[src/arm_pkg.sv]
package arm_pkg;

    // memory sizes
    localparam int IMEM_WORDS = 64;
    localparam int DMEM_WORDS = 64;
    localparam int IMEM_AW = $clog2(IMEM_WORDS);
    localparam int DMEM_AW = $clog2(DMEM_WORDS);

    // datapath words
    typedef logic [31:0] word_t;
    // byte address into instruction memory
    typedef logic [7:0] pc_t;
    typedef logic [3:0] reg_idx_t;
    // n z c v, n on top
    typedef logic [3:0] flags_t;

    // sequential fetch increment
    localparam pc_t PC_STEP = 8'd4;

    // opcode field, bits 24..21
    typedef enum logic [3:0] {
        op_and = 4'b0000,
        op_eor = 4'b0001,
        op_sub = 4'b0010,
        op_add = 4'b0100,
        op_orr = 4'b1100,
        op_mov = 4'b1101
    } alu_op_e;

    // condition field, bits 31..28
    typedef enum logic [3:0] {
        cond_eq, cond_ne, cond_cs, cond_cc,
        cond_mi, cond_pl, cond_vs, cond_vc,
        cond_hi, cond_ls, cond_ge, cond_lt,
        cond_gt, cond_le, cond_al, cond_nv
    } cond_e;

    // class field, bits 27..25
    typedef enum logic [2:0] {
        cls_dp_reg   = 3'b000,
        cls_dp_imm   = 3'b001,
        cls_ldst_imm = 3'b010,
        cls_branch   = 3'b101
    } instr_class_e;

    // decode operand source
    typedef enum logic [1:0] {
        fwd_rf  = 2'b00,
        fwd_ex  = 2'b01,
        fwd_mem = 2'b10,
        fwd_wb  = 2'b11
    } fwd_sel_e;

endpackage

[src/pipe_ifs.sv]
// decoded instruction, ID/EX register contents
interface exec_bus_if;
    import arm_pkg::*;

    logic valid;
    word_t op_a;
    word_t op_b;
    word_t store_data;
    reg_idx_t dest;
    alu_op_e alu_op;
    logic set_flags;
    logic is_load;
    logic is_store;
    logic reg_write;

    modport decode (output valid, op_a, op_b, store_data, dest, alu_op,
                    set_flags, is_load, is_store, reg_write);
    modport execute (input valid, op_a, op_b, store_data, dest, alu_op,
                     set_flags, is_load, is_store, reg_write);
endinterface

// per-stage writer info for forwarding and load-use detection
interface stage_status_if;
    import arm_pkg::*;

    // write flags already include the stage valid
    logic ex_write, ex_load, mem_write, wb_write;
    reg_idx_t ex_dest, mem_dest, wb_dest;
    word_t ex_result, mem_result, wb_data;

    modport ex_side (output ex_dest, ex_write, ex_load, ex_result);
    modport mem_side (output mem_dest, mem_write, mem_result);
    modport wb_side (output wb_dest, wb_write, wb_data);
    modport hazard (input ex_dest, ex_write, ex_load, mem_dest, mem_write,
                    wb_dest, wb_write);
    modport forward (input ex_result, mem_result, wb_data);
endinterface

[src/decode_stage.sv]
module decode_stage (
    input  logic                clk,
    input  logic                rst,
    input  logic                if_valid,
    input  arm_pkg::word_t      if_instr,
    input  arm_pkg::pc_t        if_pc_next,
    input  arm_pkg::fwd_sel_e   sel_a,
    input  arm_pkg::fwd_sel_e   sel_b,
    input  arm_pkg::fwd_sel_e   sel_d,
    input  logic                stall,
    output logic                branch_taken,
    output arm_pkg::pc_t        branch_target,
    output arm_pkg::reg_idx_t   ra,
    output arm_pkg::reg_idx_t   rb,
    output arm_pkg::reg_idx_t   rd_sel,
    output logic                uses_b,
    output logic                uses_d,
    input  arm_pkg::word_t      a_data,
    input  arm_pkg::word_t      b_data,
    input  arm_pkg::word_t      d_data,
    input  arm_pkg::flags_t     flags,
    stage_status_if.forward     fwd,
    exec_bus_if.decode          ex
);
    import arm_pkg::*;

    instr_class_e cls;
    cond_e cond;
    logic is_dp, is_ldst, is_branch;
    logic load_bit, up_bit, s_bit;
    word_t a_val, b_val, d_val, op_b;
    word_t br_offset;
    alu_op_e alu_op;
    logic id_live;

    // nzcv test, flags are n z c v from msb
    function automatic logic cond_pass(input cond_e c, input flags_t f);
        logic n, z, cf, v;
        n = f[3];
        z = f[2];
        cf = f[1];
        v = f[0];
        case (c)
            cond_eq: return z;
            cond_ne: return !z;
            cond_cs: return cf;
            cond_cc: return !cf;
            cond_mi: return n;
            cond_pl: return !n;
            cond_vs: return v;
            cond_vc: return !v;
            cond_hi: return cf && !z;
            cond_ls: return !cf || z;
            cond_ge: return n == v;
            cond_lt: return n != v;
            cond_gt: return !z && (n == v);
            cond_le: return z || (n != v);
            cond_al: return 1'b1;
            default: return 1'b0;
        endcase
    endfunction

    // one forwarding mux, used for all three operands
    function automatic word_t pick(input fwd_sel_e sel, input word_t rf_val,
                                   input word_t ex_v, input word_t mem_v, input word_t wb_v);
        case (sel)
            fwd_ex:  return ex_v;
            fwd_mem: return mem_v;
            fwd_wb:  return wb_v;
            default: return rf_val;
        endcase
    endfunction

    assign cls = instr_class_e'(if_instr[27:25]);
    assign cond = cond_e'(if_instr[31:28]);
    assign is_dp = (cls == cls_dp_reg) || (cls == cls_dp_imm);
    assign is_ldst = (cls == cls_ldst_imm);
    assign is_branch = (cls == cls_branch);
    assign s_bit = if_instr[20];
    assign load_bit = if_instr[20];
    assign up_bit = if_instr[23];

    // register fields: rn, rm, rd (store data)
    assign ra = if_instr[19:16];
    assign rb = if_instr[3:0];
    assign rd_sel = if_instr[15:12];
    assign uses_b = (cls == cls_dp_reg);
    assign uses_d = is_ldst && !load_bit;

    assign a_val = pick(sel_a, a_data, fwd.ex_result, fwd.mem_result, fwd.wb_data);
    assign b_val = pick(sel_b, b_data, fwd.ex_result, fwd.mem_result, fwd.wb_data);
    assign d_val = pick(sel_d, d_data, fwd.ex_result, fwd.mem_result, fwd.wb_data);

    // imm8 for dp immediate, imm12 for load/store offset
    always_comb
    begin
        if (cls == cls_dp_imm)
            op_b = {24'b0, if_instr[7:0]};
        else if (is_ldst)
            op_b = {20'b0, if_instr[11:0]};
        else
            op_b = b_val;
    end

    // address calc uses the U bit for direction
    assign alu_op = is_ldst ? (up_bit ? op_add : op_sub) : alu_op_e'(if_instr[24:21]);

    // target = pc + 4 + sext(imm24) * 4, wraps in 8 bits
    assign br_offset = {{6{if_instr[23]}}, if_instr[23:0], 2'b00};
    assign branch_target = if_pc_next + br_offset[7:0];
    // a stalled branch is re-evaluated next cycle
    assign branch_taken = if_valid && !stall && is_branch && cond_pass(cond, flags);

    assign id_live = if_valid && !stall;

    // ID/EX register, bubble under stall
    always_ff @(posedge clk)
    begin
        if (rst)
        begin
            ex.valid <= 1'b0;
            ex.set_flags <= 1'b0;
            ex.is_load <= 1'b0;
            ex.is_store <= 1'b0;
            ex.reg_write <= 1'b0;
        end
        else
        begin
            ex.valid <= id_live;
            ex.set_flags <= id_live && is_dp && s_bit;
            ex.is_load <= id_live && is_ldst && load_bit;
            ex.is_store <= id_live && is_ldst && !load_bit;
            // branches and stores write nothing
            ex.reg_write <= id_live && (is_dp || (is_ldst && load_bit));
        end
        ex.op_a <= a_val;
        ex.op_b <= op_b;
        ex.store_data <= d_val;
        ex.dest <= rd_sel;
        ex.alu_op <= alu_op;
    end

endmodule

[src/flat_wrapper.sv]
// flat-port wrapper written by rule: the top's interface ports become plain ports
module decode_stage_flat import arm_pkg::*;
  (clk, rst, if_valid, if_instr, if_pc_next, sel_a, sel_b, sel_d, stall, branch_taken, branch_target, ra, rb, rd_sel, uses_b, uses_d, a_data, b_data, d_data, flags, fwd_ex_result, fwd_mem_result, fwd_wb_data, ex_valid, ex_op_a, ex_op_b, ex_store_data, ex_dest, ex_alu_op, ex_set_flags, ex_is_load, ex_is_store, ex_reg_write);
  stage_status_if fwd_i ();
  exec_bus_if ex_i ();
  input  logic clk;
  input  logic rst;
  input  logic if_valid;
  input  arm_pkg::word_t if_instr;
  input  arm_pkg::pc_t if_pc_next;
  input  arm_pkg::fwd_sel_e sel_a;
  input  arm_pkg::fwd_sel_e sel_b;
  input  arm_pkg::fwd_sel_e sel_d;
  input  logic stall;
  output logic branch_taken;
  output arm_pkg::pc_t branch_target;
  output arm_pkg::reg_idx_t ra;
  output arm_pkg::reg_idx_t rb;
  output arm_pkg::reg_idx_t rd_sel;
  output logic uses_b;
  output logic uses_d;
  input  arm_pkg::word_t a_data;
  input  arm_pkg::word_t b_data;
  input  arm_pkg::word_t d_data;
  input  arm_pkg::flags_t flags;
  input wire logic [$bits(fwd_i.ex_result)-1:0] fwd_ex_result;
  input wire logic [$bits(fwd_i.mem_result)-1:0] fwd_mem_result;
  input wire logic [$bits(fwd_i.wb_data)-1:0] fwd_wb_data;
  output wire logic [$bits(ex_i.valid)-1:0] ex_valid;
  output wire logic [$bits(ex_i.op_a)-1:0] ex_op_a;
  output wire logic [$bits(ex_i.op_b)-1:0] ex_op_b;
  output wire logic [$bits(ex_i.store_data)-1:0] ex_store_data;
  output wire logic [$bits(ex_i.dest)-1:0] ex_dest;
  output wire logic [$bits(ex_i.alu_op)-1:0] ex_alu_op;
  output wire logic [$bits(ex_i.set_flags)-1:0] ex_set_flags;
  output wire logic [$bits(ex_i.is_load)-1:0] ex_is_load;
  output wire logic [$bits(ex_i.is_store)-1:0] ex_is_store;
  output wire logic [$bits(ex_i.reg_write)-1:0] ex_reg_write;
  assign fwd_i.ex_result = fwd_ex_result;
  assign fwd_i.mem_result = fwd_mem_result;
  assign fwd_i.wb_data = fwd_wb_data;
  assign ex_valid = ex_i.valid;
  assign ex_op_a = ex_i.op_a;
  assign ex_op_b = ex_i.op_b;
  assign ex_store_data = ex_i.store_data;
  assign ex_dest = ex_i.dest;
  assign ex_alu_op = ex_i.alu_op;
  assign ex_set_flags = ex_i.set_flags;
  assign ex_is_load = ex_i.is_load;
  assign ex_is_store = ex_i.is_store;
  assign ex_reg_write = ex_i.reg_write;
  decode_stage u_core (.clk(clk), .rst(rst), .if_valid(if_valid), .if_instr(if_instr), .if_pc_next(if_pc_next), .sel_a(sel_a), .sel_b(sel_b), .sel_d(sel_d), .stall(stall), .branch_taken(branch_taken), .branch_target(branch_target), .ra(ra), .rb(rb), .rd_sel(rd_sel), .uses_b(uses_b), .uses_d(uses_d), .a_data(a_data), .b_data(b_data), .d_data(d_data), .flags(flags), .fwd(fwd_i), .ex(ex_i));
endmodule
[config.mk]
export PLATFORM = sky130hd
export DESIGN_NAME = decode_stage_flat
export DESIGN_NICKNAME = d
export VERILOG_FILES = /design/src/arm_pkg.sv /design/src/pipe_ifs.sv /design/src/decode_stage.sv /design/src/flat_wrapper.sv
export SDC_FILE = /design/constraint.sdc
export NUM_CORES = 1
export LEC_CHECK = 0
export BUFFER_PORTS_ARGS = -buffer_cell sky130_fd_sc_hd__buf_2
export CELL_PAD_IN_SITES_DETAIL_PLACEMENT = 1
export CELL_PAD_IN_SITES_GLOBAL_PLACEMENT = 1
export CORE_ASPECT_RATIO = 1.25
export CORE_MARGIN = 5
export CORE_UTILIZATION = 28
export DETAILED_ROUTE_END_ITERATION = 8
export MAX_ROUTING_LAYER = met4
export PLACE_DENSITY_LB_ADDON = 0.15
export SETUP_SLACK_MARGIN = 0.4
export SLEW_MARGIN = 10
export SYNTH_ARGS = -nofsm -noshare
export SYNTH_HDL_FRONTEND = slang
export SYNTH_SLANG_ARGS = --single-unit
[constraint.sdc]
create_clock -name clk -period 1.2 [get_ports clk]
set_input_delay 0 -clock clk [delete_from_list [all_inputs] [get_ports clk]]
set_output_delay 0 -clock clk [all_outputs]
set_load 0.01 [all_outputs]
==> results.txt, run 1 <==
The cell row count came out at 56. The area growth from synthesis to layout came out at 68.1%. The transition at the pin with the smallest max-transition slack is 0.348 ns.

The number of antenna violations at the first check in global routing is 2. The final setup violation count came out at 0. In the layout the commonest cells are sky130_fd_sc_hd__buf_2 (278), sky130_fd_sc_hd__mux4_2 (96), sky130_fd_sc_hd__buf_6 (85), sky130_fd_sc_hd__dfxtp_2 (77), sky130_fd_sc_hd__dfxtp_1 (32). STA classifies the critical path startpoint as an input port. The iteration-0 DRC count of the detailed router is 110. TritonCTS created 9 clock buffers.

The tightest hold margin came out at -0.0476 ns. The routed design has 22500 um of wire. In the final layout, the share of cells above drive strength 1 is 82.2%. In this run the tightest slew margin relative to its limit is 76.8%.

Global routing finished with a remaining overflow of 0. The clock period minus final worst setup slack is 1.17 ns. Once routing completed, OpenROAD measured the worst setup slack at 0.0302 ns.

The cell at the root of the clock tree is sky130_fd_sc_hd__clkbuf_16. The post-synthesis sequential element count is 109. The type of element capturing the critical path is an output pin. The post-route DRC violation count came out at 0.

The cell area that synthesis handed to floorplanning was 0.00538 mm2. The layout filler cell count is 2015. The checks that failed: negative hold slack. The first detailed-routing pass took 4 iterations.

The combinational cell fraction of total power is 28.9%. The remaining antenna violation count is 0. The top flip-flop cell by instance count after synthesis is sky130_fd_sc_hd__dfxtp_1. The first global-routing pass estimated 32500 um of wire.

The count of flip-flops with a built-in enable after synthesis is 0. The maximum VDD drop is 0.623 mV. Power spread over the standard cell area amounts to 1140 mW/mm2. For the worst setup path, the data arrival time is 1.17 ns. The number of global-route vias before repair is 5658. Along the worst path, the maximum fanout reaches 2. The clock-pin slew on the worst setup and hold paths came out at 0.08 ns. Dividing the synthesized area by the synthesized cell count gives 15.2 um2.

The largest buffer count on any clock path is 2. The internal power summed over all cells is 7.53 mW. For this run, the register share of the synthesized area comes to 40.6%. The floorplan step set the die width to 134 um. The synthesized netlist net count came out at 606. The leakage power of the design came out at 4.11 nW. The data required time at the worst endpoint is 1.20 ns. The final-stage net count came out at 999. The worst-case setup slack after placement is -0.0942 ns.

The tool flagged a number of max-cap violations equal to 0. The total global routing track utilization came out at 20.4%. The unique cell type count in the Yosys netlist is 42. The die area is 0.0221 mm2. Summing over every cut layer, the via total after detailed routing is 4844. The cell area after placement is 0.00761 mm2. Summing all non-filler instances in the final layout gives an area of 0.00904 mm2. TritonCTS built the clock tree. The yosys synthesis warning count is 0. The final critical path takes up 97.5% of the cycle. The min-delay analysis places its worst path in the category in -> reg. The per-cell routed wire length is 22.9 um.

The count of input and output buffers is 365. For this design the total switching power over the nets is 2.76 mW. The peak clock frequency supported by timing is 855 MHz. The total power is 10.3 mW.

The I/O pin total is 378. The number of cells traversed by the worst hold path is 2. The sequential group share of total power came out at 40.9%. The proportion of synthesized flip-flops having asynchronous set or reset came out at 0%. The die is 165 um tall.

The final-report max-slew violation count is 0. The most frequent standard cell in the layout excluding fill and tap cells is sky130_fd_sc_hd__buf_2. The final number of hold-violating endpoints is 61. The half-perimeter wire length after detailed placement is 17400 um. The placer's final routability congestion estimate is 0.793. The average vias per placed instance came out at 4.91. The maximum number of pins on one net before global-route repair is 33. The run finished, with violations left. The area of the core region is 0.0188 mm2. The switching share of power is 26.8%.

Setup repair after global routing could not meet its margin everywhere. The instance count of the mapped netlist came out at 354. For this configuration, the core starts out at a cell density of 28.5%. By startpoint and endpoint, the worst setup path is classified as in -> out. The H-tree depth is 3. The number of clock sinks is 109. The clock power share came out at 30.2%.
==> area by class of cell <==
| cell class | instances | area [um2] | share of cell area, % |
|---|---|---|---|
| Timing Repair Buffer | 425 | 3120 | 34.5 |
| Inverter | 9 | 36.3 | 0.402 |
| Clock buffer | 11 | 243 | 2.69 |
| Multi-Input combinational cell | 193 | 3000 | 33.2 |
| Antenna cell | 2 | 5.00 | 0.0554 |
| Clock inverter | 5 | 60.1 | 0.665 |
| Tap cell | 232 | 290 | 3.21 |
| Sequential cell | 109 | 2280 | 25.2 |
==> flip-flops by register name (all words and copies together) (netlist names) <==
name / count
u_core.ex.op_a: 32
u_core.ex.op_b: 32
u_core.ex.store_data: 32
u_core.ex.alu_op: 4
u_core.ex.dest: 4
u_core.ex.is_load: 1
u_core.ex.is_store: 1
u_core.ex.reg_write: 1
u_core.ex.set_flags: 1
u_core.ex.valid: 1
==> final timing paths <==
path	from	to	slack [ns]
hold / removal	d_data[15]	u_core.ex.store_data[15]$_DFF_P_	-0.05
setup / recovery	if_pc_next[3]	branch_target[7]	0.03
==> logic make-up (layout without fill, tap and decap cells) <==
| family | count (synthesis) | after routing | synth area share, % |
|---|---|---|---|
| AO/OA/AOI/OAI | 24 | 24 | 3.28 |
| XOR/XNOR | 8 | 8 | 1.30 |
| adder cells (fa/ha/maj) | 6 | 6 | 1.54 |
| buffers and inverters | 52 | 450 | 5.70 |
| flip-flops | 109 | 109 | 40.6 |
| multiplexers | 104 | 104 | 41.9 |
| other | 0 | 2 | 0 |
| AND/OR/NAND/NOR | 51 | 51 | 5.73 |
==> synth_stat cells, drive strengths merged, types with 2 or more instances <==
cell	n	share of area (%)
a21o	3	0.42
a21oi	5	0.47
a22o	4	0.65
and2	23	2.7
and3	2	0.23
buf	37	4.7
clkbuf	6	0.42
dfxtp	109	41
ha	5	1.2
inv	9	0.63
mux2	7	1.5
mux4	96	40
nand2	6	0.42
nand3b	2	0.28
nor2	6	0.42
nor3	2	0.19
nor3b	2	0.28
o21ai	4	0.37
or3b	2	0.33
xnor2	5	0.81
xor2	3	0.49
==> layer usage <==
layer / part of all wire, % / vias to the layer above / global-route usage, %
met5: 0 / - / -
met4: 3.1 / 0 / 9.21
met3: 6.3 / 37 / 4.33
met2: 57 / 218 / 38.5
met1: 33 / 2418 / 20.0
li1: - / 2171 / -
==> critical path, cell delays in order <==
cell                       delay (ns)
sky130_fd_sc_hd__buf_6           0.10
sky130_fd_sc_hd__ha_4            0.22
sky130_fd_sc_hd__a21o_1          0.16
sky130_fd_sc_hd__a21oi_2         0.18
sky130_fd_sc_hd__o21bai_2        0.10
sky130_fd_sc_hd__a21oi_2         0.14
sky130_fd_sc_hd__xnor2_1         0.12
sky130_fd_sc_hd__buf_2           0.15
==> power by group through the flow <==
| stage | combinational, mW | sequential [mW] | clock (mW) |
|---|---|---|---|
| 3_5_place_dp | 2.50 | 4.18 | 0 |
| 3_3_place_gp | 2.45 | 4.17 | 0 |
| 5_1_grt | 3.18 | 4.25 | 3.34 |
| 6_report | 2.97 | 4.21 | 3.10 |
| 4_1_cts | 2.87 | 4.18 | 3.20 |
| 2_1_floorplan | 1.11 | 4.38 | 0 |
==> through the flow <==
step / utilization [%] / hold WS, ns / TNS [ns] / std cells
after floorplan: - / 0.0277 / 0 / 354
after global placement: 40.4 / 0.0000686 / -0.176 / 936
after detailed placement: 40.4 / 0.0000686 / -0.411 / 936
after CTS: 46.3 / -0.0700 / -0.0139 / 978
after global routing: 47.9 / -0.0588 / -0.0672 / 986
final: 47.9 / -0.0476 / 0 / 986
==> timing repair <==
| item | 4_1_cts | 5_1_grt |
|---|---|---|
| pin swaps | 12 | 6 |
| endpoints found under the hold margin | 86 | 67 |
| setup buffers | 3 | 3 |
| hold buffers | 20 | 3 |
| gates cloned | 3 | 0 |
| resized for setup | 153 | 67 |
| setup endpoints to repair | 129 | 126 |
Power figures use the tool's default switching activity.
==> run 2: changes to the inputs <==
--- a/config.mk
+++ b/config.mk
@@ -8,14 +8,12 @@
 export BUFFER_PORTS_ARGS = -buffer_cell sky130_fd_sc_hd__buf_2
 export CELL_PAD_IN_SITES_DETAIL_PLACEMENT = 1
 export CELL_PAD_IN_SITES_GLOBAL_PLACEMENT = 1
-export CORE_ASPECT_RATIO = 1.25
-export CORE_MARGIN = 5
-export CORE_UTILIZATION = 28
+export CORE_AREA = 2 2 146 148
 export DETAILED_ROUTE_END_ITERATION = 8
+export DIE_AREA = 0 0 148 150
 export MAX_ROUTING_LAYER = met4
 export PLACE_DENSITY_LB_ADDON = 0.15
 export SETUP_SLACK_MARGIN = 0.4
-export SLEW_MARGIN = 10
 export SYNTH_ARGS = -nofsm -noshare
 export SYNTH_HDL_FRONTEND = slang
 export SYNTH_SLANG_ARGS = --single-unit
==> run 2 against run 1 <==
Effect of this change:
- the flow still finishes with violations (negative hold slack)
- die area grew 0.50%
- combinational power about the same
- via count grew 1.4%
- routed wire length decreased by 0.98%
- clock-buffer cell count shrank 1
- largest cell class unchanged
- final area up 0.35%
==> results.txt, run 2 (same netlist as run 1, synthesis figures left out) <==
The CTS tree is done (unchanged). The switching share of power is 27.2% (was 26.8%). The remaining antenna violation count was 0 (unchanged). The area growth from synthesis to layout came out at 68.7% (was 68.1%). The met1 wire length came out at 8410 um (was 7460 um). The largest buffer count on any clock path came out at 2 (unchanged). The cell at the root of the clock tree is sky130_fd_sc_hd__clkbuf_16 (unchanged). The cell area after placement was 0.00768 mm2 (was 0.00761 mm2).

The number of clock sinks came to 109 (unchanged). The most frequent standard cell in the layout excluding fill and tap cells was sky130_fd_sc_hd__buf_2 (unchanged). The internal power summed over all cells is 7.54 mW (was 7.53 mW). The number of standard cells in the final layout excluding fillers came to 1035 (was 986). The uppermost layer routed was met4 (unchanged). The placer's final routability congestion estimate is 0.795 (was 0.793).

The number of antenna violations at the first check in global routing is 2 (unchanged). The number of detailed-routing iterations run before antenna repair was 4 (unchanged). The per-cell routed wire length came out at 21.6 um (was 22.9 um). The worst-case setup slack after placement came out at -0.0618 ns (was -0.0942 ns). The total number of vias was 4912 (was 4844). The type of element capturing the critical path was an output pin (unchanged). The data required time at the worst endpoint is 1.20 ns (about the same). The final number of hold-violating endpoints is 60 (was 61). The final setup violation count is 0 (unchanged). The clock period minus final worst setup slack is 1.17 ns (about the same). The maximum VDD drop is 0.557 mV (was 0.623 mV). The chip width came out at 148 um (was 134 um). The minimum setup slack in the final design came out at 0.0272 ns (was 0.0302 ns).

The start point of the worst hold path is rst (was d_data[15]). The final-report max-slew violation count was 0 (unchanged). The critical path data arrival time was 1.17 ns (about the same).

Outcome: finished with violations (unchanged). The worst hold-check path type was in -> reg (unchanged). The final-stage net count is 1004 (was 999). The total met2 wirelength after detailed routing came out at 11600 um (was 12900 um).

The leakage power of the design is 4.11 nW (about the same). The clock-pin slew on the worst setup and hold paths was 0.08 ns (about the same). The post-route DRC violation count came out at 0 (unchanged). The fraction of the cycle the final worst path needs came to 97.7% (was 97.5%).

The maximum number of pins on one net before global-route repair is 34 (was 33). The number of global-route vias before repair is 5500 (was 5658). The quantity of hold-fixing buffers added after cts came to 20 (unchanged). The count of input and output buffers is 365 (unchanged). The peak clock frequency supported by timing came out at 853 MHz (was 855 MHz). The critical setup path kind was in -> out (unchanged). The total routed wirelength was 22300 um (was 22500 um). The remaining max-slew budget at the tightest pin came out at 67.2% (was 76.8%). The combinational cell fraction of total power was 28.7% (was 28.9%). Commonest cells after routing, fill and taps aside: sky130_fd_sc_hd__buf_2 (287), sky130_fd_sc_hd__mux4_2 (96), sky130_fd_sc_hd__buf_6 (77), sky130_fd_sc_hd__dfxtp_2 (70), sky130_fd_sc_hd__dfxtp_1 (39) (was sky130_fd_sc_hd__buf_2 (278), sky130_fd_sc_hd__mux4_2 (96), sky130_fd_sc_hd__buf_6 (85), sky130_fd_sc_hd__dfxtp_2 (77), sky130_fd_sc_hd__dfxtp_1 (32)). The count of max-cap constraint violations is 0 (unchanged).

The largest fanout of any net on the critical path was 7 (was 2). The cell row count is 53 (was 56). Biggest registers after layout: u_core.ex.op_a x32, u_core.ex.op_b x32, u_core.ex.store_data x32 (unchanged).

The number of buffers added by the clock tree synthesis step is 9 (unchanged). The global route total overflow is 0 (unchanged). The average vias per placed instance came out at 4.75 (was 4.91). The number of placed instances, taps included is 978 (was 936).

The transition at the pin with the smallest max-transition slack is 0.491 ns (was 0.348 ns). The tightest hold margin is -0.153 ns (was -0.0476 ns). The H-tree depth came out at 3 (unchanged). The switching power summed over all nets came out at 2.82 mW (was 2.76 mW). The half-perimeter wire length after detailed placement came out at 16900 um (was 17400 um).

The layout filler cell count is 2232 (was 2015). The I/O pin total is 378 (unchanged). The die area was 0.0222 mm2 (was 0.0221 mm2). The startpoint kind of the worst setup timing path is an input port (unchanged).

The worst setup path startpoint is if_instr[31] (was if_pc_next[3]). The routed wire length on met3 was 1790 um (was 1420 um). The total global routing track utilization is 20.0% (was 20.4%). The power per standard cell area came out at 1140 mW/mm2 (about the same). The iteration-0 DRC count of the detailed router came out at 103 (was 110). The cell area after layout is 0.00907 mm2 (was 0.00904 mm2). RSZ-0062 raised after global routing: true (unchanged).

Violated checks: negative hold slack (unchanged). The initial cell density of the core came out at 26.0% (was 28.5%). The sequential group share of total power is 40.6% (was 40.9%). The floorplan die height came out at 150 um (was 165 um). The area of the core region came to 0.0207 mm2 (was 0.0188 mm2). The clock power share is 30.8% (was 30.2%). The wire length of the first global-routing pass is 32200 um (was 32500 um). The proportion of layout cells with a drive suffix above 1 is 81.9% (was 82.2%).
run 2: cell types whose count changed in the layout (fill, tap and decap cells not counted), moves of 2 or more:
cell / change
sky130_fd_sc_hd__buf_16: -2
sky130_fd_sc_hd__dfxtp_1: +7
sky130_fd_sc_hd__buf_6: -8
sky130_fd_sc_hd__dlymetal6s4s_1: -3
sky130_fd_sc_hd__buf_2: +9
sky130_fd_sc_hd__buf_12: +3
sky130_fd_sc_hd__dfxtp_2: -7
sky130_fd_sc_hd__buf_4: +5
sky130_fd_sc_hd__inv_6: +2
run 2: worst max-delay path, stage by stage:
cell and delay (ns):
sky130_fd_sc_hd__buf_2 0.11, sky130_fd_sc_hd__buf_4 0.15, sky130_fd_sc_hd__nand3b_1 0.11, sky130_fd_sc_hd__o2bb2ai_2 0.15, sky130_fd_sc_hd__xnor2_1 0.15, sky130_fd_sc_hd__o32ai_2 0.12, sky130_fd_sc_hd__o211a_1 0.23, sky130_fd_sc_hd__buf_2 0.14
run 2: timing repair:
item / 4_1_cts / 5_1_grt
pin swaps: 14 / 8
hold endpoints to repair: 87 / 65
cloned: 2 / 0
setup endpoints to repair: 120 / 141
setup buffers: 13 / 3
resized for setup: 106 / 83
run 2: power groups by stage:
stage / combinational (mW) / sequential [mW] / clock, mW
detailed placement: 2.51 / 4.17 / 0
CTS: 2.85 / 4.16 / 3.29
global placement: 2.45 / 4.17 / 0
finish: 2.97 / 4.20 / 3.19
global route: 3.17 / 4.24 / 3.46
floorplan: 1.11 / 4.38 / 0
run 2: worst paths after layout:
check                                     to  slack, ns  cells past startpoint
setup / recovery                branch_taken       0.03                      8
hold / removal    u_core.ex.valid$_SDFF_PP0_      -0.15                      2
run 2: area by class of cell:
type / instances / area [um2] / share of cell area [%]
Clock inverter: 6 / 70.1 / 0.773
Inverter: 9 / 36.3 / 0.400
Antenna cell: 3 / 7.51 / 0.0828
Sequential cell: 109 / 2270 / 25.0
Tap cell: 275 / 344 / 3.79
Clock buffer: 10 / 239 / 2.64
Multi-Input combinational cell: 193 / 3010 / 33.2
Timing Repair Buffer: 430 / 3090 / 34.1
run 2: routing by layer:
layer,vias to the layer above,global-route usage [%]
met5,-,-
met4,0,6.19
met3,29,5.03
met2,255,35.6
met1,2453,22.1
li1,2175,-
run 2: per-stage QoR:
| stage | hold slack [ns] | power, mW | util [%] | setup TNS (ns) |
|---|---|---|---|---|
| 3_5_place_dp | 0.0000686 | 6.68 | 37.1 | -0.670 |
| 3_3_place_gp | 0.0000686 | 6.62 | 37.1 | -0.369 |
| 4_1_cts | -0.166 | 10.3 | 42.3 | 0 |
| 6_report | -0.153 | 10.4 | 43.8 | 0 |
| 2_1_floorplan | 0.0277 | 5.49 | - | 0 |
| 5_1_grt | -0.147 | 10.9 | 43.8 | -0.0804 |
